### config.mk
export PLATFORM = sky130hd
export DESIGN_NAME = key_reset_sequencer
export DESIGN_NICKNAME = d
export VERILOG_FILES = /design/src/rtl/soc_pkg.sv /design/src/rtl/key_reset_sequencer.sv
export SDC_FILE = /design/constraint.sdc
export NUM_CORES = 1
export LEC_CHECK = 0
export BUFFER_PORTS_ARGS = -buffer_cell sky130_fd_sc_hd__clkbuf_2
export CAP_MARGIN = 10
export CORE_AREA = 2 2 39 41
export CTS_CLUSTER_SIZE = 28
export DETAILED_ROUTE_END_ITERATION = 16
export DIE_AREA = 0 0 41 43
export MAX_ROUTING_LAYER = met4
export SYNTH_ARGS = -nofsm -noshare
export SYNTH_HDL_FRONTEND = slang
export SYNTH_SLANG_ARGS = --single-unit
### constraint.sdc
create_clock -name clock -period 1.12 [get_ports clock]
set_input_delay 0.168 -clock clock [delete_from_list [all_inputs] [get_ports clock]]
set_output_delay 0.168 -clock clock [all_outputs]
set_load 0.005 [all_outputs]
### src/rtl/soc_pkg.sv
`default_nettype none

package soc_pkg;

	// ====================
	// Bus widths and address map
	// ====================

	localparam int DATA_W = 32;

	// Region field is the top bits of the address
	localparam int REGION_W = 4;

	localparam logic [REGION_W-1:0] REGION_RAM   = 4'h1;
	localparam logic [REGION_W-1:0] REGION_LED   = 4'h4;
	localparam logic [REGION_W-1:0] REGION_TIMER = 4'hA;

	// ====================
	// Target sizes
	// ====================

	localparam int RAM_WORDS = 1024;
	// Word index starts at address bit 2
	localparam int RAM_AW    = 10;

	localparam int LED_W = 10;

	// Timer register select is address bit 2
	localparam logic TIMER_REG_COUNT   = 1'b0;
	localparam logic TIMER_REG_COMPARE = 1'b1;

	// ====================
	// Timing
	// ====================

	// Clock cycles between key samples
	localparam int KEY_TICK = 16;

	// Strobe to ready, one cycle per stage
	localparam int BUS_LATENCY = 3;

	typedef enum logic [1:0] {
		TARGET_RAM,
		TARGET_LED,
		TARGET_TIMER,
		TARGET_NONE
	} target_t;

endpackage

`default_nettype wire

### src/rtl/key_reset_sequencer.sv
`default_nettype none

module key_reset_sequencer
	import soc_pkg::*;
(
	input  wire logic clock,
	input  wire logic i_rst,
	input  wire logic i_key,
	output logic      o_soft_rst
);

	localparam int TICK_W = $clog2(KEY_TICK);

	logic [TICK_W-1:0] tick_count;
	logic              tick;
	logic [2:0]        history;
	logic [2:0]        history_next;

	// Sample strobe once per KEY_TICK cycles
	assign tick = (tick_count == TICK_W'(KEY_TICK - 1));

	// Key is low while pressed, so two low samples then a high one is a release
	assign history_next = {history[1:0], i_key};

	always_ff @(posedge clock)
	begin
		if (i_rst)
		begin
			tick_count <= '0;
			history    <= 3'b111;
			o_soft_rst <= 1'b0;
		end
		else
		begin
			tick_count <= tick ? '0 : tick_count + 1'b1;
			o_soft_rst <= 1'b0;
			if (tick)
			begin
				history    <= history_next;
				o_soft_rst <= (history_next == 3'b001);
			end
		end
	end

	// Pulse stays one cycle wide, samples are KEY_TICK apart
	a_soft_rst_single: assert property (@(posedge clock) disable iff (i_rst)
		o_soft_rst |=> !o_soft_rst);

endmodule

`default_nettype wire

==> results of run 1 <==
## area by class of cell
cell class	count	area share (%)
Multi-Input combinational cell	15	33.58
Timing Repair Buffer	4	6.792
Inverter	3	3.396
Tap cell	16	6.038
Clock buffer	4	7.925
Sequential cell	7	42.26
## sequential cells by signal (all words and copies together), names as in the netlist
name,count
history,2
tick_count,4
o_soft_rst,1
## logic make-up after synthesis
family	count (synthesis)	synth area share [%]
simple gates	8	20.00
flops	7	53.33
compound gates	5	14.29
fa+ha+maj	1	4.761
xor+xnor	1	3.334
buf+inv	3	4.285
## cells in the mapped netlist, drive strengths merged
master / count / area share [%]
dfxtp: 7 / 53
inv: 3 / 4.3
nand4: 2 / 4.8
nor2: 2 / 2.9
o211ai: 2 / 5.7
a21o: 1 / 2.9
a311oi: 1 / 3.3
a31oi: 1 / 2.4
and3: 1 / 4.3
and4: 1 / 3.3
ha: 1 / 4.8
nor3: 1 / 1.9
nor3b: 1 / 2.9
xnor2: 1 / 3.3
## path summary, 6_finish.rpt
kind | start | end | slack, ns | cells after the start
worst max register to register | tick_count[0]$_SDFF_PP0_ | o_soft_rst$_SDFF_PP0_ | 0.06 | 3
worst max-delay path | tick_count[0]$_SDFF_PP0_ | o_soft_rst$_SDFF_PP0_ | 0.06 | 3
worst min-delay path | i_rst | tick_count[3]$_SDFF_PP0_ | 0.16 | 2
worst min register to register | tick_count[0]$_SDFF_PP0_ | tick_count[0]$_SDFF_PP0_ | 0.48 | 1
## worst max-delay path, cell delays in order (launching register included)
cell,delay [ns]
dfxtp_1,0.33
ha_1,0.23
and3_4,0.21
and4_1,0.18
## per-stage QoR
step / worst slack [ns] / hold slack [ns] / std cells / power [mW]
CTS: 0.07394 / 0.1558 / 49 / 0.5326
detailed placement: 0.08018 / 0.4218 / 45 / 0.3022
finish: 0.06385 / 0.1560 / 49 / 0.5271
global route: 0.0007834 / 0.1647 / 49 / 0.5610
floorplan: 0.07465 / 0.2401 / 25 / 0.2893
global placement: 0.07836 / 0.4053 / 45 / 0.3011
## where the power goes
group          switching (mW)  internal [mW]  total (mW)
combinational          0.0124         0.0160      0.0283
clock                  0.0941          0.136       0.230
sequential             0.0100          0.259       0.269
total                   0.116          0.411       0.527
## routing by layer
layer	global-route usage, %	part of all wire (%)
met2	8.438	42
met5	-	0
met1	7.443	46
met3	7.853	12
met4	2.000	0
==> key figures, run 1 <==
Status
  – Status: finished clean

Routing
  – # DRC: 0
  – DRT Pass-1 Iters: 4
  – Total number of vias: 211
  – Vias per cell: 4.306
  – Drt wl/cell: around 8.5 µm
  – Iter 0 DRT Violations: 1
  – Routed wire length: ~420 µm
  – Routed Antenna Nets: 0

Power and ir drop
  – Pleak: around 0.15 nW
  – Peak VDD IR: ~0.74 mV
  – PwrDens: about 1600 nW/µm²

Timing
  – Fmax: approximately 0.95 GHz
  – Slew HR: a little under nine tenths
  – Final Critical Period: roughly 1.1 ns
  – Final Slew Violations: 0
  – Fin Setup TNS: 0 ns
  – Clock Skews: around 0.0032 ns
  – RSZ-0062 raised after global routing: no
  – Final hold vios: 0
  – Final period utilization: a little over nine tenths
  – Final Setup Violations: 0
  – Slew of the pin with the lowest slew margin: ~0.22 ns

Clock network
  – Num CTS Buffers: 3
  – Clock Path Buffers: 2
  – Root Driver: clkbuf_4
  – Clock Latency Late Sink: about 0.25 ns
  – TritonCTS clock tree: done
  – Clock Pin Slew Worst Setup and Hold Paths: ~0.050 ns
  – H-tree levels: 1
  – # hold bufs at CTS: 0
  – CTS Sinks: 7
  – Post-CTS Setup Inserts: 0
  – PostCTS Resize Cnt: 0

Yosys
  – Post-synthesis register bit count: 7
  – Seq/Total Area, Yosys: about 53%
  – Mapped Area: 262.8 µm²
  – Mapped Nets: 29
  – Mean Syn Cell Area: 10.51 µm²
  – Synth unique cells: 14
  – Yosys warning count: 0
  – Cells after Synth: 25

Layout
  – Ant. Diodes: 0
  – FILL cells: ~150
  – Layout cells sized above 1: between 20% and 30%
  – Nets: 38
  – Fin util: a little under a quarter
  – Most common cell after layout, fill and taps aside: dfxtp_1
  – Most frequent cells in the layout: dfxtp_1, inv_1, clkbuf_4, clkbuf_2
  – Post-route cell area: around 330 µm²
  – Register area: 140.1 µm²
  – Area Growth Syn to Fin: 26.19%
  – Footprint of the multi-input gates: 111.4 µm²

Global route
  – Vias in the first global route: between 150 and 200
  – First-pass GRT wire length: roughly 770 µm
  – Initial antenna violation count: 0
  – Largest net degree at the start of global routing: 7
  – GR Overflow Total: 0
  – GRT Overall Usage: around 7%

Floorplanning
  – Starting Density: 18.99%
  – Core ar.: between 1000 and 1500 µm²
  – I/O pin count: 4
  – Core Rows: 14
  – Die area: between 1500 and 2000 µm²
  – Die width: just over 40 µm
  – Die Height: between 40 and 50 µm

Worst hold path
  – Hold Path Class: in2reg

Worst setup path
  – Crit-path max FO: 5
  – Arrival time at the worst endpoint: 1.20 ns
  – CP endpoint kind: flop
  – Critical Path RT: 1.26 ns
  – Crit Path Category: reg2reg
  – Startpoint Class: flop

Placement
  – Dpl cell area: 305.3 µm²
  – Detailed placer's ending HPWL: around 290 µm
  – GP Congestion: between 0.7 and 0.8
  – Port Buf Inserts: 3

Run
  – Max cap viols: 0
Note: power is estimated with default switching activity, not from simulation.
==> inputs of run 2 (changes only) <==
--- a/config.mk
+++ b/config.mk
@@ -5,6 +5,7 @@
 export SDC_FILE = /design/constraint.sdc
 export NUM_CORES = 1
 export LEC_CHECK = 0
+export ABC_AREA = 1
 export BUFFER_PORTS_ARGS = -buffer_cell sky130_fd_sc_hd__clkbuf_2
 export CAP_MARGIN = 10
 export CORE_AREA = 2 2 39 41
==> key figures, run 2 <==
Status
  – Status: finished clean (unchanged)

Routing
  – Drt wl/cell: 7.321 µm (was 8.531 µm)
  – Met2 WL: 142 µm (was 174 µm)
  – DRT Pass-1 Iters: 4 (unchanged)
  – Routed Antenna Nets: 0 (unchanged)
  – # DRC: 0 (unchanged)
  – Routed wl met3: 36 µm (was 49 µm)
  – M1 wire length: 230 µm (was 194 µm)
  – Routed wire length: 410 µm (was 418 µm)
  – Total number of vias: 205 (was 211)
  – Vias per cell: 3.661 (was 4.306)
  – Iter 0 DRT Violations: 4 (was 1)
  – Highest metal used: met3 (unchanged)

Worst setup path
  – Crit path max-delay cell type: dfxtp_1 (unchanged)
  – Startpoint Class: flop (unchanged)
  – Flop-to-flop setup slack: 0.13 ns (was 0.06 ns)
  – Critical Path RT: 1.26 ns (about the same)
  – Crit-path max FO: 5 (unchanged)
  – Arrival time at the worst endpoint: 1.13 ns (was 1.20 ns)
  – R2R depth: 4 (was 3)
  – CP endpoint kind: flop (unchanged)
  – Crit Path Category: reg2reg (unchanged)
  – CP Cell Sequence: ha_1 -> nand3_2 -> nand2_1 -> nor2_1 (was ha_1 -> and3_4 -> and4_1)
  – Slowest Stage Delay on Critical Path: 0.34 ns (was 0.33 ns)
  – Reg2Reg Launch Point: tick_count[1]$_SDFF_PP0_ (was tick_count[0]$_SDFF_PP0_)
  – Critical R2R Capture: tick_count[3]$_SDFF_PP0_ (was o_soft_rst$_SDFF_PP0_)

Yosys
  – Post-synthesis register bit count: 7 (unchanged)
  – Yosys warning count: 0 (unchanged)
  – Seq/Total Area, Yosys: 51.85% (was 53.33%)
  – Share of flip-flops with an asynchronous set or reset: 0% (unchanged)
  – Cell taking the most area after synthesis: dfxtp_1 (unchanged)
  – Mapped Nets: 36 (was 29)
  – Mapped Area: 270.3 µm² (was 262.8 µm²)
  – Number of synthesized flops with an enable pin: 0 (unchanged)
  – Most common library cells after synthesis: dfxtp_1, nand2_1, inv_1, nor2_1, nand3_1 (was dfxtp_1, inv_1, nand4_1, nor2_1, o211ai_1)
  – Mean Syn Cell Area: 8.446 µm² (was 10.51 µm²)
  – Most used DFF post-synth: dfxtp_1 (unchanged)
  – Area contributors post-synth: dfxtp_1, nand2_1, nand3_1 (was dfxtp_1, o211ai_1, ha_1)
  – Synth top area share: 51.85% (was 53.33%)
  – Synth unique cells: 12 (was 14)
  – Cells after Synth: 32 (was 25)

Layout
  – Most frequent cells in the layout: nand2_1, dfxtp_1, nor2_1, inv_1 (was dfxtp_1, inv_1, clkbuf_4, clkbuf_2)
  – Nets: 45 (was 38)
  – Layout cells sized above 1: 22.50% (was 24.24%)
  – Footprint of the multi-input gates: 111.4 µm² (unchanged)
  – Area Growth Syn to Fin: 25.46% (was 26.19%)
  – FILL cells: 145 (was 147)
  – Ant. Diodes: 0 (unchanged)
  – Largest register by flop count: tick_count (unchanged)
  – Max reg flops: 4 (unchanged)
  – Largest registers: tick_count: 4 flops, history: 2 flops, o_soft_rst: 1 flops (unchanged)
  – Register area: 140.1 µm² (unchanged)

Clock network
  – Clock Path Buffers: 2 (unchanged)
  – CTS Sinks: 7 (unchanged)
  – Root Driver: clkbuf_4 (unchanged)
  – Clock Pin Slew Worst Setup and Hold Paths: 0.05 ns (about the same)
  – H-tree levels: 1 (unchanged)
  – PostCTS Resize Cnt: 0 (unchanged)
  – Clock Latency Late Sink: 0.25 ns (about the same)
  – Num CTS Buffers: 3 (unchanged)
  – TritonCTS clock tree: done (unchanged)
  – # hold bufs at CTS: 0 (unchanged)
  – Post-CTS Setup Inserts: 0 (unchanged)

Timing
  – Final Critical Period: 0.9906 ns (was 1.056 ns)
  – Final Slew Violations: 0 (unchanged)
  – Clock Skews: 0.004333 ns (was 0.003186 ns)
  – Slew of the pin with the lowest slew margin: 0.1758 ns (was 0.2185 ns)
  – Fmax: 1.009 GHz (was 0.9468 GHz)
  – Fin Setup TNS: 0 ns (unchanged)
  – RSZ-0062 raised after global routing: no (unchanged)
  – Final period utilization: 88.45% (was 94.30%)
  – Slew HR: 88.26% (was 85.42%)
  – Final hold vios: 0 (unchanged)
  – Final Setup Violations: 0 (unchanged)

Global route
  – First-pass GRT wire length: 717 µm (was 765 µm)
  – GRT Overall Usage: 6.502% (was 7.010%)
  – Initial antenna violation count: 0 (unchanged)
  – Largest net degree at the start of global routing: 6 (was 7)
  – GR Overflow Total: 0 (unchanged)
  – Vias in the first global route: 195 (was 197)

Floorplanning
  – Starting Density: 19.53% (was 18.99%)
  – I/O pin count: 4 (unchanged)
  – Core Rows: 14 (unchanged)
  – Core ar.: 1384 µm² (unchanged)
  – Die area: 1763 µm² (unchanged)
  – Die width: 41 µm (unchanged)
  – Die Height: 43 µm (unchanged)

Power and ir drop
  – Pleak: 0.1617 nW (was 0.1507 nW)
  – Total Power: 0.5178 mW (was 0.5271 mW)
  – Peak VDD IR: 0.8498 mV (was 0.7353 mV)
  – PwrDens: 1527 nW/µm² (was 1590 nW/µm²)

Worst hold path
  – Hold Path Sink: o_soft_rst$_SDFF_PP0_ (was tick_count[3]$_SDFF_PP0_)
  – Hold Path Class: in2reg (unchanged)
  – Hold_sp: i_rst (unchanged)
  – Worst hold stages: 2 (unchanged)

Placement
  – Port Buf Inserts: 3 (unchanged)
  – Detailed placer's ending HPWL: 293.1 µm (was 291 µm)
  – GP Congestion: 0.6414 (was 0.7856)

Run
  – Max cap viols: 0 (unchanged)
==> run 2: cell types whose count changed after synthesis, sizes merged, moves of 2 or more <==
cell / delta
nand2: +7
nand3: +4
nor2: +2
o211ai: -2
==> run 2: worst max path at each step <==
stage	startpoint	endpoint	slack [ns]	cells past startpoint
after detailed placement	tick_count[1]$_SDFF_PP0_	tick_count[3]$_SDFF_PP0_	0.12	4
after global routing	tick_count[1]$_SDFF_PP0_	tick_count[3]$_SDFF_PP0_	0.05	4
after CTS	tick_count[1]$_SDFF_PP0_	tick_count[3]$_SDFF_PP0_	0.12	4
after global placement	tick_count[1]$_SDFF_PP0_	tick_count[3]$_SDFF_PP0_	0.13	4
after floorplan	tick_count[0]$_SDFF_PP0_	history[1]$_SDFFE_PP1N_	0.17	5
final	tick_count[1]$_SDFF_PP0_	tick_count[3]$_SDFF_PP0_	0.13	4
==> run 2: logic make-up after synthesis <==
family	after synthesis	synth area share, %
fa+ha+maj	1	4.629
flops	7	51.85
simple gates	18	33.33
buf+inv	5	6.941
xor+xnor	1	3.241
==> run 2: stage by stage <==
step	instances	utilization, %	setup WS, ns	cell area (µm²)	hold slack, ns
after global routing	56	24.50	0.05200	339.1	0.1133
after floorplan	32	-	0.1697	270.3	0.2377
final	56	24.50	0.1294	339.1	0.1176
after detailed placement	52	22.60	0.1189	312.8	0.3794
after global placement	52	22.60	0.1346	312.8	0.3762
after CTS	56	24.50	0.1200	339.1	0.1143
==> run 2: critical path: cells and delay by family, from the launching register on <==
family                   cells  cell delay, ns
adder cells (fa/ha/maj)      1            0.21
AND/OR/NAND/NOR              3            0.34
flip-flops                   1            0.34
==> run 2: metal layers <==
layer / up-vias / GRT usage (%)
li1: 115 / -
met1: 85 / 8.117
met2: 5 / 7.187
met3: 0 / 7.853
met4: 0 / 0
met5: - / -
==> run 2: final cells by class <==
class | instances | share of cell area (%)
Sequential cell | 7 | 41.33
Multi-Input combinational cell | 20 | 32.84
Clock buffer | 4 | 7.749
Timing Repair Buffer | 4 | 6.642
Tap cell | 16 | 5.904
Inverter | 5 | 5.535
==> run 2: power breakdown <==
part	leakage, nW	internal, mW	switching (mW)	total [mW]
Sequential	0.0571	0.259	0.00739	0.266
Combinational	0.0896	0.0142	0.0148	0.0289
Clock	0.0150	0.136	0.0870	0.223
Total	0.162	0.409	0.109	0.518
