[src/rtl/soc_pkg.sv]
`default_nettype none

package soc_pkg;

	// ====================
	// Bus widths and address map
	// ====================

	localparam int DATA_W = 32;

	// Region field is the top bits of the address
	localparam int REGION_W = 4;

	localparam logic [REGION_W-1:0] REGION_RAM   = 4'h1;
	localparam logic [REGION_W-1:0] REGION_LED   = 4'h4;
	localparam logic [REGION_W-1:0] REGION_TIMER = 4'hA;

	// ====================
	// Target sizes
	// ====================

	localparam int RAM_WORDS = 1024;
	// Word index starts at address bit 2
	localparam int RAM_AW    = 10;

	localparam int LED_W = 10;

	// Timer register select is address bit 2
	localparam logic TIMER_REG_COUNT   = 1'b0;
	localparam logic TIMER_REG_COMPARE = 1'b1;

	// ====================
	// Timing
	// ====================

	// Clock cycles between key samples
	localparam int KEY_TICK = 16;

	// Strobe to ready, one cycle per stage
	localparam int BUS_LATENCY = 3;

	typedef enum logic [1:0] {
		TARGET_RAM,
		TARGET_LED,
		TARGET_TIMER,
		TARGET_NONE
	} target_t;

endpackage

`default_nettype wire

[src/rtl/led_timer_stage.sv]
`default_nettype none

module led_timer_stage
	import soc_pkg::*;
(
	input  wire logic              clock,
	input  wire logic              i_rst,
	input  wire logic              i_req_valid,
	input  wire target_t           i_req_target,
	input  wire logic              i_req_rw,
	input  wire logic [DATA_W-1:0] i_req_addr,
	input  wire logic [DATA_W-1:0] i_req_wdata,
	output logic                   o_ack,
	output logic [DATA_W-1:0]      o_rdata,
	output logic [LED_W-1:0]       o_led,
	output logic                   o_timer_irq
);

	logic              sel_led;
	logic              sel_timer;
	logic              reg_sel;
	logic              count_wr;
	logic              compare_wr;
	logic [DATA_W-1:0] counter;
	logic [DATA_W-1:0] compare;

	assign sel_led   = i_req_valid && (i_req_target == TARGET_LED);
	assign sel_timer = i_req_valid && (i_req_target == TARGET_TIMER);
	assign reg_sel   = i_req_addr[2];

	assign count_wr   = sel_timer && i_req_rw && (reg_sel == TIMER_REG_COUNT);
	assign compare_wr = sel_timer && i_req_rw && (reg_sel == TIMER_REG_COMPARE);

	// ====================
	// LED register
	// ====================

	always_ff @(posedge clock)
	begin
		if (i_rst)
			o_led <= '0;
		else if (sel_led && i_req_rw)
			o_led <= i_req_wdata[LED_W-1:0];
	end

	// ====================
	// Timer
	// ====================

	// Free-running, a bus write loads it instead of the increment
	always_ff @(posedge clock)
	begin
		if (i_rst)
		begin
			counter <= '0;
			compare <= '1;
		end
		else
		begin
			counter <= count_wr ? i_req_wdata : counter + 1'b1;
			if (compare_wr)
				compare <= i_req_wdata;
		end
	end

	// Level interrupt, drops as soon as compare moves above the count
	assign o_timer_irq = (counter >= compare);

	// Read path, LED is write-only and reads as zero
	always_ff @(posedge clock)
	begin
		if (sel_timer && !i_req_rw)
			o_rdata <= (reg_sel == TIMER_REG_COMPARE) ? compare : counter;
		else
			o_rdata <= '0;
	end

	always_ff @(posedge clock)
	begin
		if (i_rst)
			o_ack <= 1'b0;
		else
			o_ack <= sel_led || sel_timer;
	end

	a_ack_follows_req: assert property (@(posedge clock) disable iff (i_rst)
		o_ack |-> $past(i_req_valid));

endmodule

`default_nettype wire

[config.mk]
export PLATFORM = sky130hd
export DESIGN_NAME = led_timer_stage
export DESIGN_NICKNAME = d
export VERILOG_FILES = /design/src/rtl/soc_pkg.sv /design/src/rtl/led_timer_stage.sv
export SDC_FILE = /design/constraint.sdc
export NUM_CORES = 1
export LEC_CHECK = 0
export BUFFER_PORTS_ARGS = -buffer_cell sky130_fd_sc_hd__buf_2
export CORE_MARGIN = 2
export CORE_UTILIZATION = 25
export DETAILED_ROUTE_END_ITERATION = 10
export HOLD_SLACK_MARGIN = 0.02
export PLACE_DENSITY = 0.41
export SLEW_MARGIN = 20
export SYNTH_ARGS = -nofsm -noshare
export SYNTH_HDL_FRONTEND = slang
export SYNTH_SLANG_ARGS = --single-unit
[constraint.sdc]
create_clock -name clock -period 3.2 [get_ports clock]
set_input_delay 0.64 -clock clock [delete_from_list [all_inputs] [get_ports clock]]
set_output_delay 0.64 -clock clock [all_outputs]
set_load 0.02 [all_outputs]
==> results.md, run 1 <==
* Area added between synthesis and finish at 21.1%
* DIE HEIGHT at 147 microns
* Filler-free cell count of the finished design at 946
* PortBufs at 82
* Post-route cell area at 6200 sq um
* Max IR drop VDD at 0.000238 V
* Std-Cell Core Area at 20,200 sq um
* Share of the clock period used by the worst path after layout at 94.8%
* Setup WS pre-CTS at -12.8 ps
* Cell-by-cell listing of the critical path: inv_1, ha_1, a21o_1, a31oi_2, o21ai_2, a2111oi_4, buf_4, o21ai_1, buf_4
* Slew Viols, Final at 0
* Vias in the first global route at 4,380
* Worst Max-Slew Pin Slew at 805 ps
* Clock net sink count at 107
* Buffer count from post-CTS setup fixing at 0
* Tot Pwr at 2710 uW
* Post-DP HPWL at 10,200 microns
* Post-route DRC violation count at 0
* Pin count of the biggest net entering global routing at 42
* Total of flip-flops plus latches after synthesis at 107
* Crit end category: output pin
* Top-Level Pins at 114
* Antenna violations before repair at 1
* Most area-consuming cells after synthesis: dfxtp_1, ha_1, nand2_1
* Effective utilization at floorplan at 25.4%
* First-pass GRT wire length at 23,400 microns
* Synthesis Warnings at 0
* Top flip-flop cell by instance count after synthesis: dfxtp_1
* Part of the power in registers at 51.3%
* Hold-critical path endpoint: o_led[6]$_SDFFE_PP0P_
* Post-DRT Antenna Nets at 0
* Starting DRT DRC Count at 191
* Count leader, synth: dfxtp_1
* Minimum clock period at 3030 ps
* CTS clk-pin slew, worst paths at 70 ps
* Final worst slack at 165 ps
* # Max-Cap Violations at 0
* Number of instances in the synthesized netlist at 592
* Critical path's largest stage delay at 390 ps
* Slowest cell on the critical path: a2111oi_4
* Total detailed-routing wirelength at 14,400 microns
* Die width at 147 microns
* H-tree depth reported by CTS at 3
* CTS tree: yes
* Internal power at 2030 uW
* Register area share after synthesis at 41.9%
* Final setup violation count at 0
* Maximum net fanout on the critical path at 3
* Area of the mapped netlist at 5120 sq um
* Number of instances in the placed design at 929
* LEAKAGE at 0.00311 uW
* Timing-limited maximum frequency at 0.330 GHz
* Register-to-register setup slack at 920 ps
* Skew-Pair Late Insertion Delay at 350 ps
* GRT Resource Usage Total at 13.8%
* Number of buffers inserted during clock tree synthesis at 9
* Data required time of the critical path at 2560 ps
* Row Count at 52
* Power density over the cells at 437 nW/um^2
* Via/cell ratio at 4.57
* Mean cell area of the mapped netlist at 8.64 sq um
* Reg2Reg Capture Point: counter[24]$_SDFF_PP0_
* FF-to-FF Start: counter[0]$_SDFF_PP0_
* RSZ-0062 raised after global routing: false
* Number of cells on the worst hold path at 2
* Sum of overflow across all layers after global routing at 0
* Number of synthesized flops with an enable pin at 0
* Origin of the worst min-delay path: o_led[6]$_SDFFE_PP0P_
* Root buffer cell: clkbuf_16
* Final weighted congestion in routability-driven placement at 0.811
* Total number of vias at 4,322
* Placement-stage cell area at 5870 sq um
* Share of synthesized flip-flops with an asynchronous set or reset at 0%
* Net count after synthesis at 695
* Yosys top cell by area: dfxtp_1
* Count of endpoints failing hold in the final timing report at 0
* Status: complete, no violations
* Most frequent cells after synthesis: dfxtp_1, nand2_1, nor2_1
* Share of post-route cells with drive strength above 1 at 18.2%
* Max Root-Sink Buffers at 2
* Count of cells along the worst register-to-register path at 7
* Post-synth top area share at 41.9%
* Most frequent cell on the critical path: buf_4
* Number of unique standard cell types used by synthesis at 37
* Fin nets at 773
* CP Class: reg2out
* Clock network fraction of design power at 40.6%
* WL/cell at 15.2 microns
* Area of the die at 21,600 sq um
* Portion of total power attributed to combinational logic at 8.1%
* Switching power of the nets at 680 uW
* Path type of the worst min-delay path: reg2reg
* Detailed Routing Iterations Pass 1 at 4
* Fill cell count at 2,213
* Switching part of the total at 25.1%
* Headroom to the max-slew limit at 46.1%
* Element type at the critical path start: register
* Arrival time at the worst endpoint at 2390 ps
* Post-Route Skew at 8.79 ps
==> how the worst max path moves through the flow <==
stage | start | end | slack [ps] | cells after the start
after detailed placement | counter[2]$_SDFF_PP0_ | o_timer_irq | -10 | 8
after global placement | counter[2]$_SDFF_PP0_ | o_timer_irq | 40 | 8
after global routing | compare[19]$_SDFFE_PP1P_ | o_timer_irq | 5 | 8
final | compare[2]$_SDFFE_PP1P_ | o_timer_irq | 170 | 9
after CTS | compare[2]$_SDFFE_PP1P_ | o_timer_irq | 20 | 9
after floorplan | compare[19]$_SDFFE_PP1P_ | o_timer_irq | 750 | 7
==> final cells by class <==
type	instances	area, sq um	share of cell area [%]
tap	270	338	5.45
sequential	107	2140	34.6
inverter	33	124	2.00
clock buffer	11	253	4.08
multi-input combinational	420	2760	44.5
antenna	1	2.50	0.0404
clock inverter	5	36.3	0.586
timing repair buffer	99	541	8.72
==> cells in the final DEF, fill, tap and decap left out, drive strengths merged, types with 2 or more instances in the layout <==
cell type / n
inv: 34
and4: 7
ha: 33
nor3: 3
nand4: 15
buf: 99
mux2i: 33
a21o: 5
and3: 5
o21ai: 5
nand3: 15
nand4b: 3
nor4: 2
a2111oi: 2
a21oi: 20
clkbuf: 11
clkinvlp: 3
nand2: 98
xnor2: 8
nor2: 70
dfxtp: 107
nand3b: 33
xor2: 22
nor2b: 2
a211oi: 31
==> critical path: cells and delay by family (launching register included) <==
kind	cells	cell delay [ps]
DFF	1	350
adders and majority gates	1	300
AOI/OAI and AO/OA	5	990
buffers and inverters	3	400
==> power groups by stage <==
stage	registers [uW]	clock network (uW)	logic, uW
final	1390	1100	218
after global routing	1390	1190	244
after CTS	1390	1150	222
after detailed placement	1420	0	220
after global placement	1420	0	218
after floorplan	1430	0	116
==> what timing repair did <==
action | 4_1_cts | 5_1_grt
pin swaps | 1 | 1
cloned | 0 | 0
setup endpoints to repair | 1 | 1
hold buffers | 0 | 0
resized for setup | 7 | 4
==> registers in the layout (all words and copies together), names as in the netlist <==
| signal | flops |
|---|---|
| o_led | 10 |
| compare | 32 |
| counter | 32 |
| o_rdata | 32 |
| o_ack | 1 |
==> logic make-up (layout without fill, tap and decap cells) <==
logic type | Yosys count | count (layout) | share of synthesized area [%]
AOI/OAI and AO/OA | 67 | 67 | 8.73
muxes | 33 | 33 | 6.46
buffers and inverters | 65 | 148 | 4.87
DFF | 107 | 107 | 41.9
and+or+nand+nor | 257 | 257 | 24.9
xor gates and xnor gates | 30 | 30 | 5.14
other | 0 | 1 | 0
adders and majority gates | 33 | 33 | 8.07
==> per-stage QoR <==
stage / TNS (ps) / hold slack [ps] / util (%)
after floorplan: 0 / 459 / -
after global placement: 0 / 446 / 29.1
after detailed placement: -12.8 / 449 / 29.1
after CTS: 0 / 462 / 30.7
after global routing: 0 / 485 / 30.7
final: 0 / 460 / 30.7
==> per-layer routing <==
| layer | vias to the layer above | GRT usage [%] | wire length, microns |
|---|---|---|---|
| li1 | 2184 | - | - |
| met1 | 2051 | 18.1 | 7090 |
| met2 | 72 | 22.4 | 6510 |
| met3 | 15 | 2.92 | 567 |
| met4 | 0 | 4.95 | 248 |
| met5 | - | 0 | 0 |
Power figures use the tool's default switching activity.
==> inputs of run 2 (changes only) <==
==> constraint.sdc (replaced) <==
create_clock -name clock -period 3.2 [get_ports clock]
set_input_delay 0.32 -clock clock [delete_from_list [all_inputs] [get_ports clock]]
set_output_delay 0.32 -clock clock [all_outputs]
set_load 0.02 [all_outputs]
==> run 2 against run 1 <==
Against the previous run: total power rose by 4.4%; highest routed layer unchanged; largest cell class unchanged; clock-buffer cell count rose by 1; critical path type unchanged; global-route usage fell by 0.34 points; critical endpoint unchanged; setup slack improved by 130 ps; die area did not move; register-to-register slack improved by 40 ps; critical path depth did not move; utilization fell by 0.17 points.
==> results.md, run 2 (synthesis results as in run 1) <==
* Status: complete, no violations (unchanged)
* Data required time of the critical path at 2880 ps (was 2560 ps)
* Die width at 147 microns (unchanged)
* WL met2 at 6610 microns (was 6510 microns)
* Timing-limited maximum frequency at 0.344 GHz (was 0.330 GHz)
* Routed met3 length at 717 microns (was 567 microns)
* GRT Resource Usage Total at 13.4% (was 13.8%)
* Crit end category: output pin (unchanged)
* Total detailed-routing wirelength at 14,300 microns (was 14,400 microns)
* Minimum clock period at 2900 ps (was 3030 ps)
* Post-cts hold buffer count at 0 (unchanged)
* Area of the die at 21,600 sq um (unchanged)
* Placement-stage cell area at 5830 sq um (was 5870 sq um)
* DIE HEIGHT at 147 microns (unchanged)
* Filler-free cell count of the finished design at 940 (was 946)
* Sum of negative setup slack at 0 ps (unchanged)
* Highest routing layer actually used: met4 (unchanged)
* Fin nets at 767 (was 773)
* Fill cell count at 2,203 (was 2,213)
* Path type of the worst min-delay path: in2reg (was reg2reg)
* Register-to-register setup slack at 960 ps (was 920 ps)
* Final weighted congestion in routability-driven placement at 0.797 (was 0.811)
* Most common library cell in the layout ignoring fill and taps: dfxtp_1 (unchanged)
* Post-Route Skew at 11.2 ps (was 8.79 ps)
* Arrival time at the worst endpoint at 2580 ps (was 2390 ps)
* Count of cells along the worst register-to-register path at 6 (was 7)
* Post-route DRC violation count at 0 (unchanged)
* LEAKAGE at 0.00310 uW (was 0.00311 uW)
* Area added between synthesis and finish at 20.5% (was 21.1%)
* Clock net sink count at 107 (unchanged)
* H-tree depth reported by CTS at 3 (unchanged)
* Element type at the critical path start: register (unchanged)
* Share of post-route cells with drive strength above 1 at 16.6% (was 18.2%)
* Worst setup path startpoint: counter[0]$_SDFF_PP0_ (was compare[2]$_SDFFE_PP1P_)
* Max Root-Sink Buffers at 2 (unchanged)
* Share of the clock period used by the worst path after layout at 90.7% (was 94.8%)
* Top-Level Pins at 114 (unchanged)
* Root buffer cell: clkbuf_16 (unchanged)
* Max IR drop VDD at 0.000259 V (was 0.000238 V)
* Biggest regs: compare: 32 flops, counter: 32 flops, o_rdata: 32 flops (unchanged)
* Maximum net fanout on the critical path at 6 (was 3)
* Detailed Routing Iterations Pass 1 at 4 (unchanged)
* Sum of overflow across all layers after global routing at 0 (unchanged)
* Total number of vias at 4,287 (was 4,322)
* Headroom to the max-slew limit at 44.8% (was 46.1%)
* Effective utilization at floorplan at 25.4% (unchanged)
* Post-DRT Antenna Nets at 0 (unchanged)
* CP Class: reg2out (unchanged)
* # Max-Cap Violations at 0 (unchanged)
* Worst Max-Slew Pin Slew at 829 ps (was 805 ps)
* Worst setup path endpoint: o_timer_irq (unchanged)
* WL/cell at 15.3 microns (was 15.2 microns)
* Total routed wire length on the met1 layer at 6860 microns (was 7090 microns)
* Std-Cell Core Area at 20,200 sq um (unchanged)
* Number of buffers inserted during clock tree synthesis at 9 (unchanged)
* Vias in the first global route at 4,394 (was 4,380)
* Slew Viols, Final at 0 (unchanged)
* Reg2Reg Capture Point: counter[30]$_SDFF_PP0_ (was counter[24]$_SDFF_PP0_)
* FF-to-FF Start: counter[0]$_SDFF_PP0_ (unchanged)
* CTS tree: yes (unchanged)
* Commonest non-fill, non-tap cells in the layout: dfxtp_1, nand2_1, buf_2, nor2_1 (unchanged)
* Final setup violation count at 0 (unchanged)
* Skew-Pair Late Insertion Delay at 360 ps (was 350 ps)
* CTS clk-pin slew, worst paths at 80 ps (was 70 ps)
* Power density over the cells at 458 nW/um^2 (was 437 nW/um^2)
* PortBufs at 82 (unchanged)
* Row Count at 52 (unchanged)
* Number of instances in the placed design at 923 (was 929)
* Count of endpoints failing hold in the final timing report at 0 (unchanged)
* Pin count of the biggest net entering global routing at 44 (was 42)
* Starting DRT DRC Count at 197 (was 191)
* Post-route cell area at 6160 sq um (was 6200 sq um)
* Post-DP HPWL at 10,100 microns (was 10,200 microns)
* Via/cell ratio at 4.56 (was 4.57)
* Antenna violations before repair at 1 (unchanged)
* RSZ-0062 raised after global routing: false (unchanged)
* First-pass GRT wire length at 23,100 microns (was 23,400 microns)
[run 2: what timing repair did]
| item | in CTS | in global routing |
|---|---|---|
| setup buffers | 0 | 0 |
| setup endpoints to repair | 1 | 1 |
| gates resized for setup | 1 | 1 |
[run 2: routing by layer]
metal,up-vias,GRT usage [%]
met4,0,3.70
met3,11,3.23
li1,2170,-
met1,2017,17.7
met5,-,0
met2,89,22.0
[run 2: how the worst min path moves through the flow]
stage                                      from                       end  slack (ps)  depth (start not counted)
after floorplan                  i_req_wdata[0]   compare[0]$_SDFFE_PP1P_         440                          2
after global placement    o_led[1]$_SDFFE_PP0P_     o_led[1]$_SDFFE_PP0P_         450                          2
after detailed placement  o_led[9]$_SDFFE_PP0P_     o_led[9]$_SDFFE_PP0P_         450                          2
after CTS                       i_req_wdata[31]  compare[31]$_SDFFE_PP1P_         180                          3
after global routing            i_req_wdata[31]  compare[31]$_SDFFE_PP1P_         190                          3
final                           i_req_wdata[31]  compare[31]$_SDFFE_PP1P_         190                          3
[run 2: worst max-delay path, stage by stage (launching register included)]
cell	delay [ps]
dfxtp_1	430
inv_1	70
ha_1	280
nand2b_1	140
a31oi_1	190
o21ai_0	190
a2111oi_2	430
buf_4	180
o21ai_0	110
buf_2	200
[run 2: metrics by stage]
| stage | total power (uW) | utilization [%] | setup slack, ps | hold WS (ps) |
|---|---|---|---|---|
| after floorplan | 1540 | - | 1070 | 441 |
| after global placement | 1630 | 28.9 | 343 | 447 |
| after detailed placement | 1640 | 28.9 | 342 | 448 |
| after CTS | 2870 | 30.5 | 73.8 | 176 |
| after global routing | 2950 | 30.5 | 96.5 | 189 |
| final | 2830 | 30.6 | 297 | 190 |
[run 2: final cells by class]
class	count	area, sq um	share of cell area [%]
clock inverters	4	73.8	1.20
repair buffers	93	505	8.20
well taps	270	338	5.48
clock buffers	12	246	4.00
diodes	1	2.50	0.0406
inverters	33	124	2.01
multi-input cells	420	2730	44.3
flip-flops and latches	107	2140	34.8
[run 2: power breakdown]
| group | internal, uW | total (uW) | switching [uW] |
|---|---|---|---|
| combinational | 87.0 | 210 | 123 |
| clock | 709 | 1220 | 515 |
| sequential | 1360 | 1390 | 28.7 |
