`config.mk`:
```
export PLATFORM = sky130hd
export DESIGN_NAME = response_stage
export DESIGN_NICKNAME = d
export VERILOG_FILES = /design/src/rtl/soc_pkg.sv /design/src/rtl/response_stage.sv
export SDC_FILE = /design/constraint.sdc
export NUM_CORES = 1
export LEC_CHECK = 0
export BUFFER_PORTS_ARGS = -buffer_cell sky130_fd_sc_hd__buf_4
export CORE_UTILIZATION = 38
export CTS_CLUSTER_DIAMETER = 40
export DETAILED_ROUTE_END_ITERATION = 6
export GPL_ROUTABILITY_DRIVEN = 0
export PLACE_DENSITY = 0.91
export SLEW_MARGIN = 0
export SYNTH_ARGS = -nofsm -noshare
export SYNTH_HDL_FRONTEND = slang
export SYNTH_SLANG_ARGS = --single-unit
export TNS_END_PERCENT = 10
```
`constraint.sdc`:
```
create_clock -name clock -period 1.8 [get_ports clock]
set_clock_uncertainty 0.1 [all_clocks]
set_input_delay 0.36 -clock clock [delete_from_list [all_inputs] [get_ports clock]]
set_output_delay 0.36 -clock clock [all_outputs]
set_load 0.01 [all_outputs]
```
`src/rtl/soc_pkg.sv`:
```
`default_nettype none

package soc_pkg;

	// ====================
	// Bus widths and address map
	// ====================

	localparam int DATA_W = 32;

	// Region field is the top bits of the address
	localparam int REGION_W = 4;

	localparam logic [REGION_W-1:0] REGION_RAM   = 4'h1;
	localparam logic [REGION_W-1:0] REGION_LED   = 4'h4;
	localparam logic [REGION_W-1:0] REGION_TIMER = 4'hA;

	// ====================
	// Target sizes
	// ====================

	localparam int RAM_WORDS = 1024;
	// Word index starts at address bit 2
	localparam int RAM_AW    = 10;

	localparam int LED_W = 10;

	// Timer register select is address bit 2
	localparam logic TIMER_REG_COUNT   = 1'b0;
	localparam logic TIMER_REG_COMPARE = 1'b1;

	// ====================
	// Timing
	// ====================

	// Clock cycles between key samples
	localparam int KEY_TICK = 16;

	// Strobe to ready, one cycle per stage
	localparam int BUS_LATENCY = 3;

	typedef enum logic [1:0] {
		TARGET_RAM,
		TARGET_LED,
		TARGET_TIMER,
		TARGET_NONE
	} target_t;

endpackage

`default_nettype wire

```
`src/rtl/response_stage.sv`:
```
`default_nettype none

module response_stage
	import soc_pkg::*;
(
	input  wire logic              clock,
	input  wire logic              i_rst,
	input  wire logic              i_req_valid,
	input  wire target_t           i_req_target,
	input  wire logic              i_ram_ack,
	input  wire logic [DATA_W-1:0] i_ram_rdata,
	input  wire logic              i_periph_ack,
	input  wire logic [DATA_W-1:0] i_periph_rdata,
	output logic                   o_ready,
	output logic [DATA_W-1:0]      o_rdata,
	output logic                   o_bus_err
);

	// Unmapped access, held one cycle to match the target latency
	logic none_ack;

	always_ff @(posedge clock)
	begin
		if (i_rst)
		begin
			none_ack  <= 1'b0;
			o_ready   <= 1'b0;
			o_bus_err <= 1'b0;
		end
		else
		begin
			none_ack  <= i_req_valid && (i_req_target == TARGET_NONE);
			o_ready   <= i_ram_ack || i_periph_ack || none_ack;
			o_bus_err <= none_ack;
		end
	end

	// Unmapped accesses answer with zero
	always_ff @(posedge clock)
	begin
		if (i_ram_ack)
			o_rdata <= i_ram_rdata;
		else if (i_periph_ack)
			o_rdata <= i_periph_rdata;
		else
			o_rdata <= '0;
	end

	a_one_target_ack: assert property (@(posedge clock) disable iff (i_rst)
		!(i_ram_ack && i_periph_ack));

endmodule

`default_nettype wire

```
==> results_dict.tcl, run 1 <==
set metrics [dict create \
    regToRegStartpoint "none_ack" \
    worstPathArrival_ns 0.78 \
    worst_slew_pin_slew_ns 0.3448 \
    drive_above_1_share_pct 60.75 \
    slowest_stage "dfxtp_1" \
    drtIter0Drc 14 \
    clockPowerShare_pct 26.4 \
    crit_fanout 1 \
    post_drt_wl_per_cell_um 14.03 \
    netlist_area_mm2 0.001084 \
    synth_edf_count 0 \
    cellPowerDensity_mw_per_mm2 826.5 \
    clk_latency_ns 0.33 \
    slowest_delay_ns 0.32 \
    cts_sinks 35 \
    synth.area.mux_share_pct 0 \
    synthAdderAreaFrac_pct 0 \
    synth_nets 152 \
    netSwitchingPower_mw 0.3604 \
    path_buf_inv 1 \
    critPathLaunch "o_rdata[20]" \
    clkTransAtPathRegs_ns 0.10 \
    pin_count 105 \
    outcome "complete, no violations" \
    comb_power_share_pct 19.8 \
    dieWidth_um 55.40 \
    tritoncts "yes" \
    fillerInstances 210 \
    worstSetupEndpointType "output port" \
    reg2reg_depth 2 \
    holdWs_ns 0.1044 \
    synth_top_area_cell "dfxtp_1" \
    grt_use_total_pct 20.54 \
    crit_chain "buf_4" \
    hold_start "i_rst" \
    period_share_pct 69.16 \
    grt_pass1_vias 1118 \
    dpl.hpwl_mm 2.419 \
    die_y_um 55.40 \
    critical-path-top-delay-family "flip-flops" \
    ctsHoldBuffers 0 \
    holdCritPathClass "in -> reg" \
    wirelength_mm 3.044 \
    fmax_mhz 803.3 \
    clockBufferDepth 2 \
    drc 0 \
    core_area_mm2 0.002734 \
    synth_area_leaders "dfxtp_1 (65%), a22o_1 (25%), buf_6 (4.2%), buf_2 (1.4%), nor2b_4 (1.3%)" \
    yosysTopAreaCellShare_pct 64.67 \
    grt_pass1_wl_mm 4.754 \
    cp-start-kind "flip-flop" \
    synth_compound_area_share_pct 25.52 \
    yosys.area_share.simple_pct 4.273 \
    ff2ff_setup_slack_ns 1.04 \
    avgViaCountPerCell 4.977 \
    grt-ovfl-total 0 \
    synthArstFlopShare_pct 0 \
    critical_path_required_ns 1.34 \
    whs_path_depth 2 \
    cts_root_buf "clkbuf_4" \
    yosysSeqAreaShare_pct 64.67 \
    finalSetupViolations 0 \
    intPower_mw 1.216 \
    dr_total_vias 1080 \
    rsz0062_at_grt "no" \
    power_mw 1.576 \
    cts_max_level 2 \
    fin_setup_tns_ns 0 \
    grt_max_degree 36 \
    min_to "o_bus_err" \
    p_sw_share_pct 22.87 \
    hold_viol 0 \
    cts-resized-gates 0 \
    ys_seq_elements 35 \
    cap_violations 0 \
    p_leak_nw 0.9768 \
    final_cells 217 \
    dp_cells 210 \
    ant_nets 0 \
    worstSetupPathType "reg -> out" \
    first_pass_iters 4 \
    synth_cell_types 11 \
    vdd_drop_max_mv 0.8329 \
    n_antenna_cell 0 \
    post_cts_buffers 0 \
    yosys.area_share.xor_xnor_pct 0 \
    syn_to_final_growth_pct 75.98 \
    slew_headroom_pct 77.01 \
    rr_endpoint "o_ready" \
    pwr-share-seq_pct 53.8 \
    port_buffers 104 \
    ys_top_cells_by_count "dfxtp_1 (35), a22o_1 (31), buf_6 (4), buf_2 (3), nand2_1 (2)" \
    numCtsBuffers 5 \
    yosys_warnings 0 \
    synth_flop_cell "dfxtp_1" \
    final_nets 257 \
    postSynthCellCount 81 \
    synthMostInstantiatedCell "dfxtp_1" \
    start_util_pct 39.63 \
    rows 19 \
    synth_top_family_by_area "compound AO/OA/AOI/OAI gates" \
    fin_crit_ns 1.245 \
    antenna_found_initial 0 \
    die_area_mm2 0.003069 \
    maxSlewViolCount 0 \
    syn_avg_cell_area_um2 13.38 \
]
==> how the worst max path moves through the flow <==
stage                       end  slack [ns]  cells after the start
floorplan               o_ready        0.75                      4
detailed placement  o_rdata[26]        0.26                      4
CTS                  o_rdata[0]        0.53                      1
global placement    o_rdata[30]        0.33                      4
finish              o_rdata[20]        0.56                      1
global route        o_rdata[20]        0.51                      1
==> cell type report <==
cell class	count	area (um^2)	share of cell area, %
timing repair buffer	105	788.3	41.34
sequential	35	700.7	36.75
multi-input combinational	39	322.8	16.93
clock buffer	6	51.30	2.690
tap	31	38.79	2.034
clock inverter	1	5.005	0.2625
==> worst reg2reg max path: cells and delay by family (launching register included) <==
family,cells,cell delay (ns)
and+or+nand+nor,2,0.23
DFF,1,0.33
==> state kept, by name (all words and copies together), names as in the netlist <==
register   cells
o_rdata       32
none_ack       1
o_bus_err      1
o_ready        1
==> routing by layer <==
layer | share of wire (%) | global-route usage [%] | wire length (um) | vias to the layer above
met5 | 0 | 0 | 0 | -
met1 | 32 | 18.29 | 968 | 492
met2 | 56 | 37.18 | 1701 | 63
met3 | 8.2 | 8.665 | 250 | 12
li1 | - | - | - | 513
met4 | 4.0 | 13.57 | 123 | 0
==> cells by family after synthesis <==
logic type,count (synthesis)
simple gates,7
flops,35
buf+inv,7
compound gates,32
==> placed cells by master, fill, tap and decap left out <==
master / instances
buf_4: 105
dfxtp_1: 35
a22o_1: 31
clkbuf_4: 5
nand2_1: 2
o21ai_1: 1
nor2b_4: 1
nor3_1: 1
nor2_1: 1
nor2b_1: 1
and4b_1: 1
clkbuf_8: 1
clkinv_2: 1
==> through the flow <==
step           worst slack [ns]  area, um^2  util (%)
4_1_cts                  0.5296        1907     69.75
2_1_floorplan            0.7498        1084         -
3_5_place_dp             0.2599        1851     67.69
6_report                 0.5551        1907     69.75
5_1_grt                  0.5059        1907     69.75
3_3_place_gp             0.3279        1851     67.69
==> power groups by stage <==
stage,logic (mW),clock network (mW),registers [mW]
floorplan,0.0781,0,0.894
global placement,0.306,0,0.865
detailed placement,0.315,0,0.867
CTS,0.315,0.430,0.849
global route,0.331,0.469,0.853
finish,0.312,0.416,0.848
(Power assumes the default switching activity.)
==> run 2: changes to the inputs <==
CORE_UTILIZATION = 31   (was 38)
PLACE_DENSITY = 0.8   (was 0.91)
clock period = 1.1 ns   (was 1.8 ns; I/O delays follow)
==> run 2 against run 1 <==
The run now ends with setup timing left. Global-route usage is 2.6 points higher. Critical path type unchanged. Core utilization is 6.6 points higher. Total power is 76% higher. Clock-buffer cell count is 1 higher. Sequential power is 69% higher.
==> results_dict.tcl, run 2 (synthesis gave the netlist of run 1 again) <==
set metrics [dict create \
    port_buffers 104 \
    dr_total_vias 1298 \
    grt-ovfl-total 0 \
    worstPathArrival_ns 0.80 \
    post_cts_buffers 0 \
    clk_latency_ns 0.32 \
    fillerInstances 204 \
    final_nets 303 \
    die_area_mm2 0.003736 \
    final_cells 279 \
    place_ws_ns -0.1942 \
    pwr-share-seq_pct 51.4 \
    core_area_mm2 0.003337 \
    p_leak_nw 1.205 \
    fin_setup_tns_ns -0.01607 \
    period_share_pct 101.5 \
    crit_chain "buf_6" \
    final_cell_mix "buf_4 (72), dlygate4sd3_1 (46), buf_6 (33)" \
    worst_slack_ns -0.01607 \
    grt_max_degree 35 \
    gr-usage-met2_pct 45.19 \
    cts_root_buf "clkbuf_4" \
    critical_path_required_ns 0.78 \
    worst_slew_pin_slew_ns 0.6826 \
    use_met3_pct 7.353 \
    grt_pass1_wl_mm 5.920 \
    cts_max_level 2 \
    maxSlewViolCount 0 \
    largest_reg_flops 32 \
    comb_power_share_pct 25.8 \
    drtIter0Drc 43 \
    holdWs_ns 0.02000 \
    crit_fanout 1 \
    clkTransAtPathRegs_ns 0.09 \
    worstSetupPathType "reg -> out" \
    violations "setup timing" \
    antenna_found_initial 0 \
    power_mw 2.772 \
    start_util_pct 32.47 \
    fin_crit_ns 1.116 \
    dieWidth_um 61.12 \
    dp_cells 225 \
    rows 21 \
    grt_pass1_vias 1321 \
    syn_to_final_growth_pct 135.1 \
    drive_above_1_share_pct 62.23 \
    ant_nets 0 \
    finalSetupViolations 1 \
    cap_violations 0 \
    vdd_drop_max_mv 0.7596 \
    rsz0062_at_grt "yes" \
    netSwitchingPower_mw 0.6516 \
    n_antenna_cell 0 \
    layout_commonest_cell "buf_4" \
    first_pass_iters 4 \
    slew_headroom_pct 54.40 \
    fin_area_mm2 0.002547 \
    holdCritPathClass "in -> reg" \
    critical-path-top-delay-family "flip-flops" \
    clockBufferDepth 2 \
    fmax_mhz 896.0 \
    die_y_um 61.12 \
    path_buf_inv 1 \
    slowest_delay_ns 0.35 \
    placed_area_mm2 0.001869 \
    tritoncts "yes" \
    avgViaCountPerCell 4.652 \
    wirelength_mm 4.453 \
    outcome "finished, violations left" \
    post_drt_wl_per_cell_um 15.96 \
    use_met1_pct 19.35 \
    intPower_mw 2.120 \
    drc 0 \
    grt_use_total_pct 23.11 \
    cts_sinks 35 \
    pin_count 105 \
    numCtsBuffers 5 \
    clockPowerShare_pct 22.7 \
    worstSetupEndpointType "output port" \
    fin_util_pct 76.34 \
    largest-register "o_rdata" \
    cellPowerDensity_mw_per_mm2 1088 \
    cp-start-kind "flip-flop" \
    top_usage_layer "met2" \
    hold_viol 0 \
    p_sw_share_pct 23.51 \
    slowest_stage "dfxtp_4" \
]
==> run 2: final cells by class <==
class	count	area, um^2	area share [%]
sequential	35	744.5	29.22
clock inverter	1	5.005	0.1965
clock buffer	7	45.04	1.768
multi-input combinational	39	322.8	12.67
timing repair buffer	151	1373	53.88
tap	46	57.56	2.259
==> run 2: power by group through the flow <==
stage	registers (mW)	clock network (mW)	logic (mW)
floorplan	1.46	0	0.128
global placement	1.42	0	0.502
detailed placement	1.42	0	0.513
CTS	1.41	0.669	0.673
global route	1.44	0.731	0.758
finish	1.43	0.630	0.716
==> run 2: per-layer routing <==
| metal | share of wire [%] | vias up |
|---|---|---|
| met1 | 31 | 601 |
| met2 | 58 | 75 |
| met3 | 6.3 | 16 |
| li1 | - | 606 |
| met4 | 3.9 | 0 |
| met5 | 0 | - |
==> run 2: final timing paths <==
check | startpoint | endpoint | slack (ns) | cells after the start
max | o_rdata[22] | o_rdata[22] | -0.02 | 1
min | i_ram_rdata[5] | o_rdata[5] | 0.02 | 2
max reg2reg | none_ack | o_ready | 0.40 | 2
min reg2reg | none_ack | o_bus_err | 0.37 | 1
==> run 2: timing repair <==
action | 4_1_cts | 5_1_grt
resized for setup | 46 | 21
hold buffers | 40 | 6
endpoints found under the hold margin | 32 | 6
pin swaps | 0 | 0
setup endpoints to repair | 29 | 34
gates cloned | 0 | 0
==> run 2: worst reg2reg max path: cells and delay by family (launching register included) <==
| family | cells | cell delay (ns) |
|---|---|---|
| simple gates | 2 | 0.18 |
| flops | 1 | 0.32 |
==> run 3: changes to the inputs <==
--- a/config.mk
+++ b/config.mk
@@ -8,2 +8,3 @@
 export BUFFER_PORTS_ARGS = -buffer_cell sky130_fd_sc_hd__buf_4
+export CAP_MARGIN = 20
 export CORE_UTILIZATION = 31
==> constraint.sdc (replaced) <==
create_clock -name clock -period 1.1 [get_ports clock]
set_clock_uncertainty 0.1 [all_clocks]
set_input_delay 0.055 -clock clock [delete_from_list [all_inputs] [get_ports clock]]
set_output_delay 0.055 -clock clock [all_outputs]
set_load 0.01 [all_outputs]
==> run 3 against run 2 <==
The run now ends clean. Final cell count up 8.2%. Global-route usage up 2.4 points. Die area unchanged. Routed wire length up 3.5%. Clock power up 3%. Sequential power down 3%. Clock-buffer cell count unchanged. Flip-flop and latch count unchanged. Critical path type unchanged. Critical endpoint is now o_ready.
==> results_dict.tcl, run 3 (synthesis gave the netlist of run 1 again) <==
set metrics [dict create \
    place_ws_ns -0.02922 \
    grt_use_total_pct 25.46 \
    register_area_um2 700.7 \
    post_cts_buffers 0 \
    ctsHoldBuffers 69 \
    period_share_pct 85.82 \
    cts_sinks 35 \
    wirelength_mm 4.611 \
    whs_path_depth 3 \
    rr_endpoint "o_ready" \
    worstSetupEndpointType "output port" \
    largest-register "o_rdata" \
    cp-endpoint "o_ready" \
    dr_total_vias 1369 \
    grt-ovfl-total 0 \
    cp-start-kind "flip-flop" \
    fmax_mhz 1059 \
    rows 21 \
    cts_max_level 2 \
    cp_num_cells 1 \
    worstPathArrival_ns 0.79 \
    pin_count 105 \
    fillerInstances 196 \
    clkTransAtPathRegs_ns 0.10 \
    cellPowerDensity_mw_per_mm2 1059 \
    worstSetupPathType "reg -> out" \
    path_buf_inv 1 \
    avgViaCountPerCell 4.533 \
    final_cell_mix "buf_4 (105), dlygate4sd3_1 (69), dfxtp_1 (35)" \
    multi_input_area_um2 322.8 \
    fin_crit_ns 0.9440 \
    final_nets 326 \
    start_util_pct 32.47 \
    drtIter0Drc 56 \
    finalSetupViolations 0 \
    largest_reg_flops 32 \
    slew_headroom_pct 52.70 \
    ff2ff_setup_slack_ns 0.40 \
    first_pass_iters 4 \
    drive_above_1_share_pct 43.75 \
    holdCritPathClass "in -> reg" \
    core_area_mm2 0.003337 \
    vdd_drop_max_mv 0.7397 \
    n_antenna_cell 0 \
    cts-resized-gates 0 \
    crit_fanout 1 \
    placed_area_mm2 0.001869 \
    clockBufferDepth 2 \
    clk_latency_ns 0.32 \
    fin_util_pct 78.22 \
    layout_commonest_cell "buf_4" \
    critical-path-top-delay-family "flip-flops" \
    syn_to_final_growth_pct 140.9 \
    p_leak_nw 1.260 \
    grt_pass1_wl_mm 6.499 \
    drc 0 \
    worst_slew_pin_slew_ns 0.7080 \
    die_area_mm2 0.003736 \
    grt_pass1_vias 1422 \
    maxSlewViolCount 0 \
    outcome "complete, no violations" \
    fin_area_mm2 0.002610 \
    grt_max_degree 35 \
    port_buffers 104 \
    regToRegStartpoint "none_ack" \
    rsz0062_at_grt "no" \
    reg2reg_depth 2 \
    dieWidth_um 61.12 \
    antenna_found_initial 0 \
    critPathLaunch "o_ready" \
    crit_chain "buf_4" \
    worst_slack_ns 0.1560 \
    numCtsBuffers 5 \
    tritoncts "yes" \
    slowest_delay_ns 0.32 \
    slowest_stage "dfxtp_1" \
    ant_nets 0 \
    critical_path_required_ns 0.94 \
    hold_viol 0 \
    cap_violations 0 \
    post_drt_wl_per_cell_um 15.27 \
    cts_root_buf "clkbuf_4" \
    die_y_um 61.12 \
]
==> run 3: cell types whose count changed in the layout (fill, tap and decap cells not counted) <==
cell	before	now
buf_6	33	0
buf_4	72	105
dlygate4sd3_1	46	69
dfxtp_2	32	0
dfxtp_1	2	35
dfxtp_4	1	0
==> run 3: worst min-delay path by stage <==
stage / start / end / slack [ns]
6_report: i_ram_ack / o_rdata[31] / 0.09
4_1_cts: i_ram_ack / o_rdata[11] / 0.07
3_3_place_gp: i_rst / o_ready / 0.13
5_1_grt: i_ram_ack / o_rdata[24] / 0.08
2_1_floorplan: i_rst / o_bus_err / 0.03
3_5_place_dp: i_rst / o_ready / 0.14
==> run 3: layout make-up <==
cell class / instances / share of cell area, %
multi-input combinational: 39 / 12.37
timing repair buffer: 174 / 56.66
clock inverter: 1 / 0.1918
sequential: 35 / 26.85
tap: 46 / 2.205
clock buffer: 7 / 1.726
==> run 3: metal layers <==
metal,GRT usage [%],up-vias,wire [um]
met3,6.933,16,302
met1,20.57,629,1520
li1,-,652,-
met4,18.18,0,195
met5,0,-,0
met2,51.24,72,2592
==> run 3: stage by stage <==
step | setup TNS (ns) | power, mW | hold slack, ns | instances
6_report | 0 | 2.764 | 0.08956 | 302
5_1_grt | 0 | 2.907 | 0.08101 | 302
4_1_cts | 0 | 2.765 | 0.06890 | 302
3_5_place_dp | -0.3836 | 1.929 | 0.1357 | 225
3_3_place_gp | 0 | 1.917 | 0.1298 | 225
2_1_floorplan | 0 | 1.591 | 0.02661 | 81
==> run 3: power breakdown <==
group	switching (mW)	internal (mW)	total (mW)
Sequential	0.0270	1.36	1.39
Clock	0.397	0.249	0.646
Combinational	0.237	0.494	0.730
Total	0.661	2.10	2.76
==> run 3: worst min-delay path, stage by stage <==
cell and delay (ns):
buf_4 0.10, nor2b_4 0.12, a22o_1 0.20
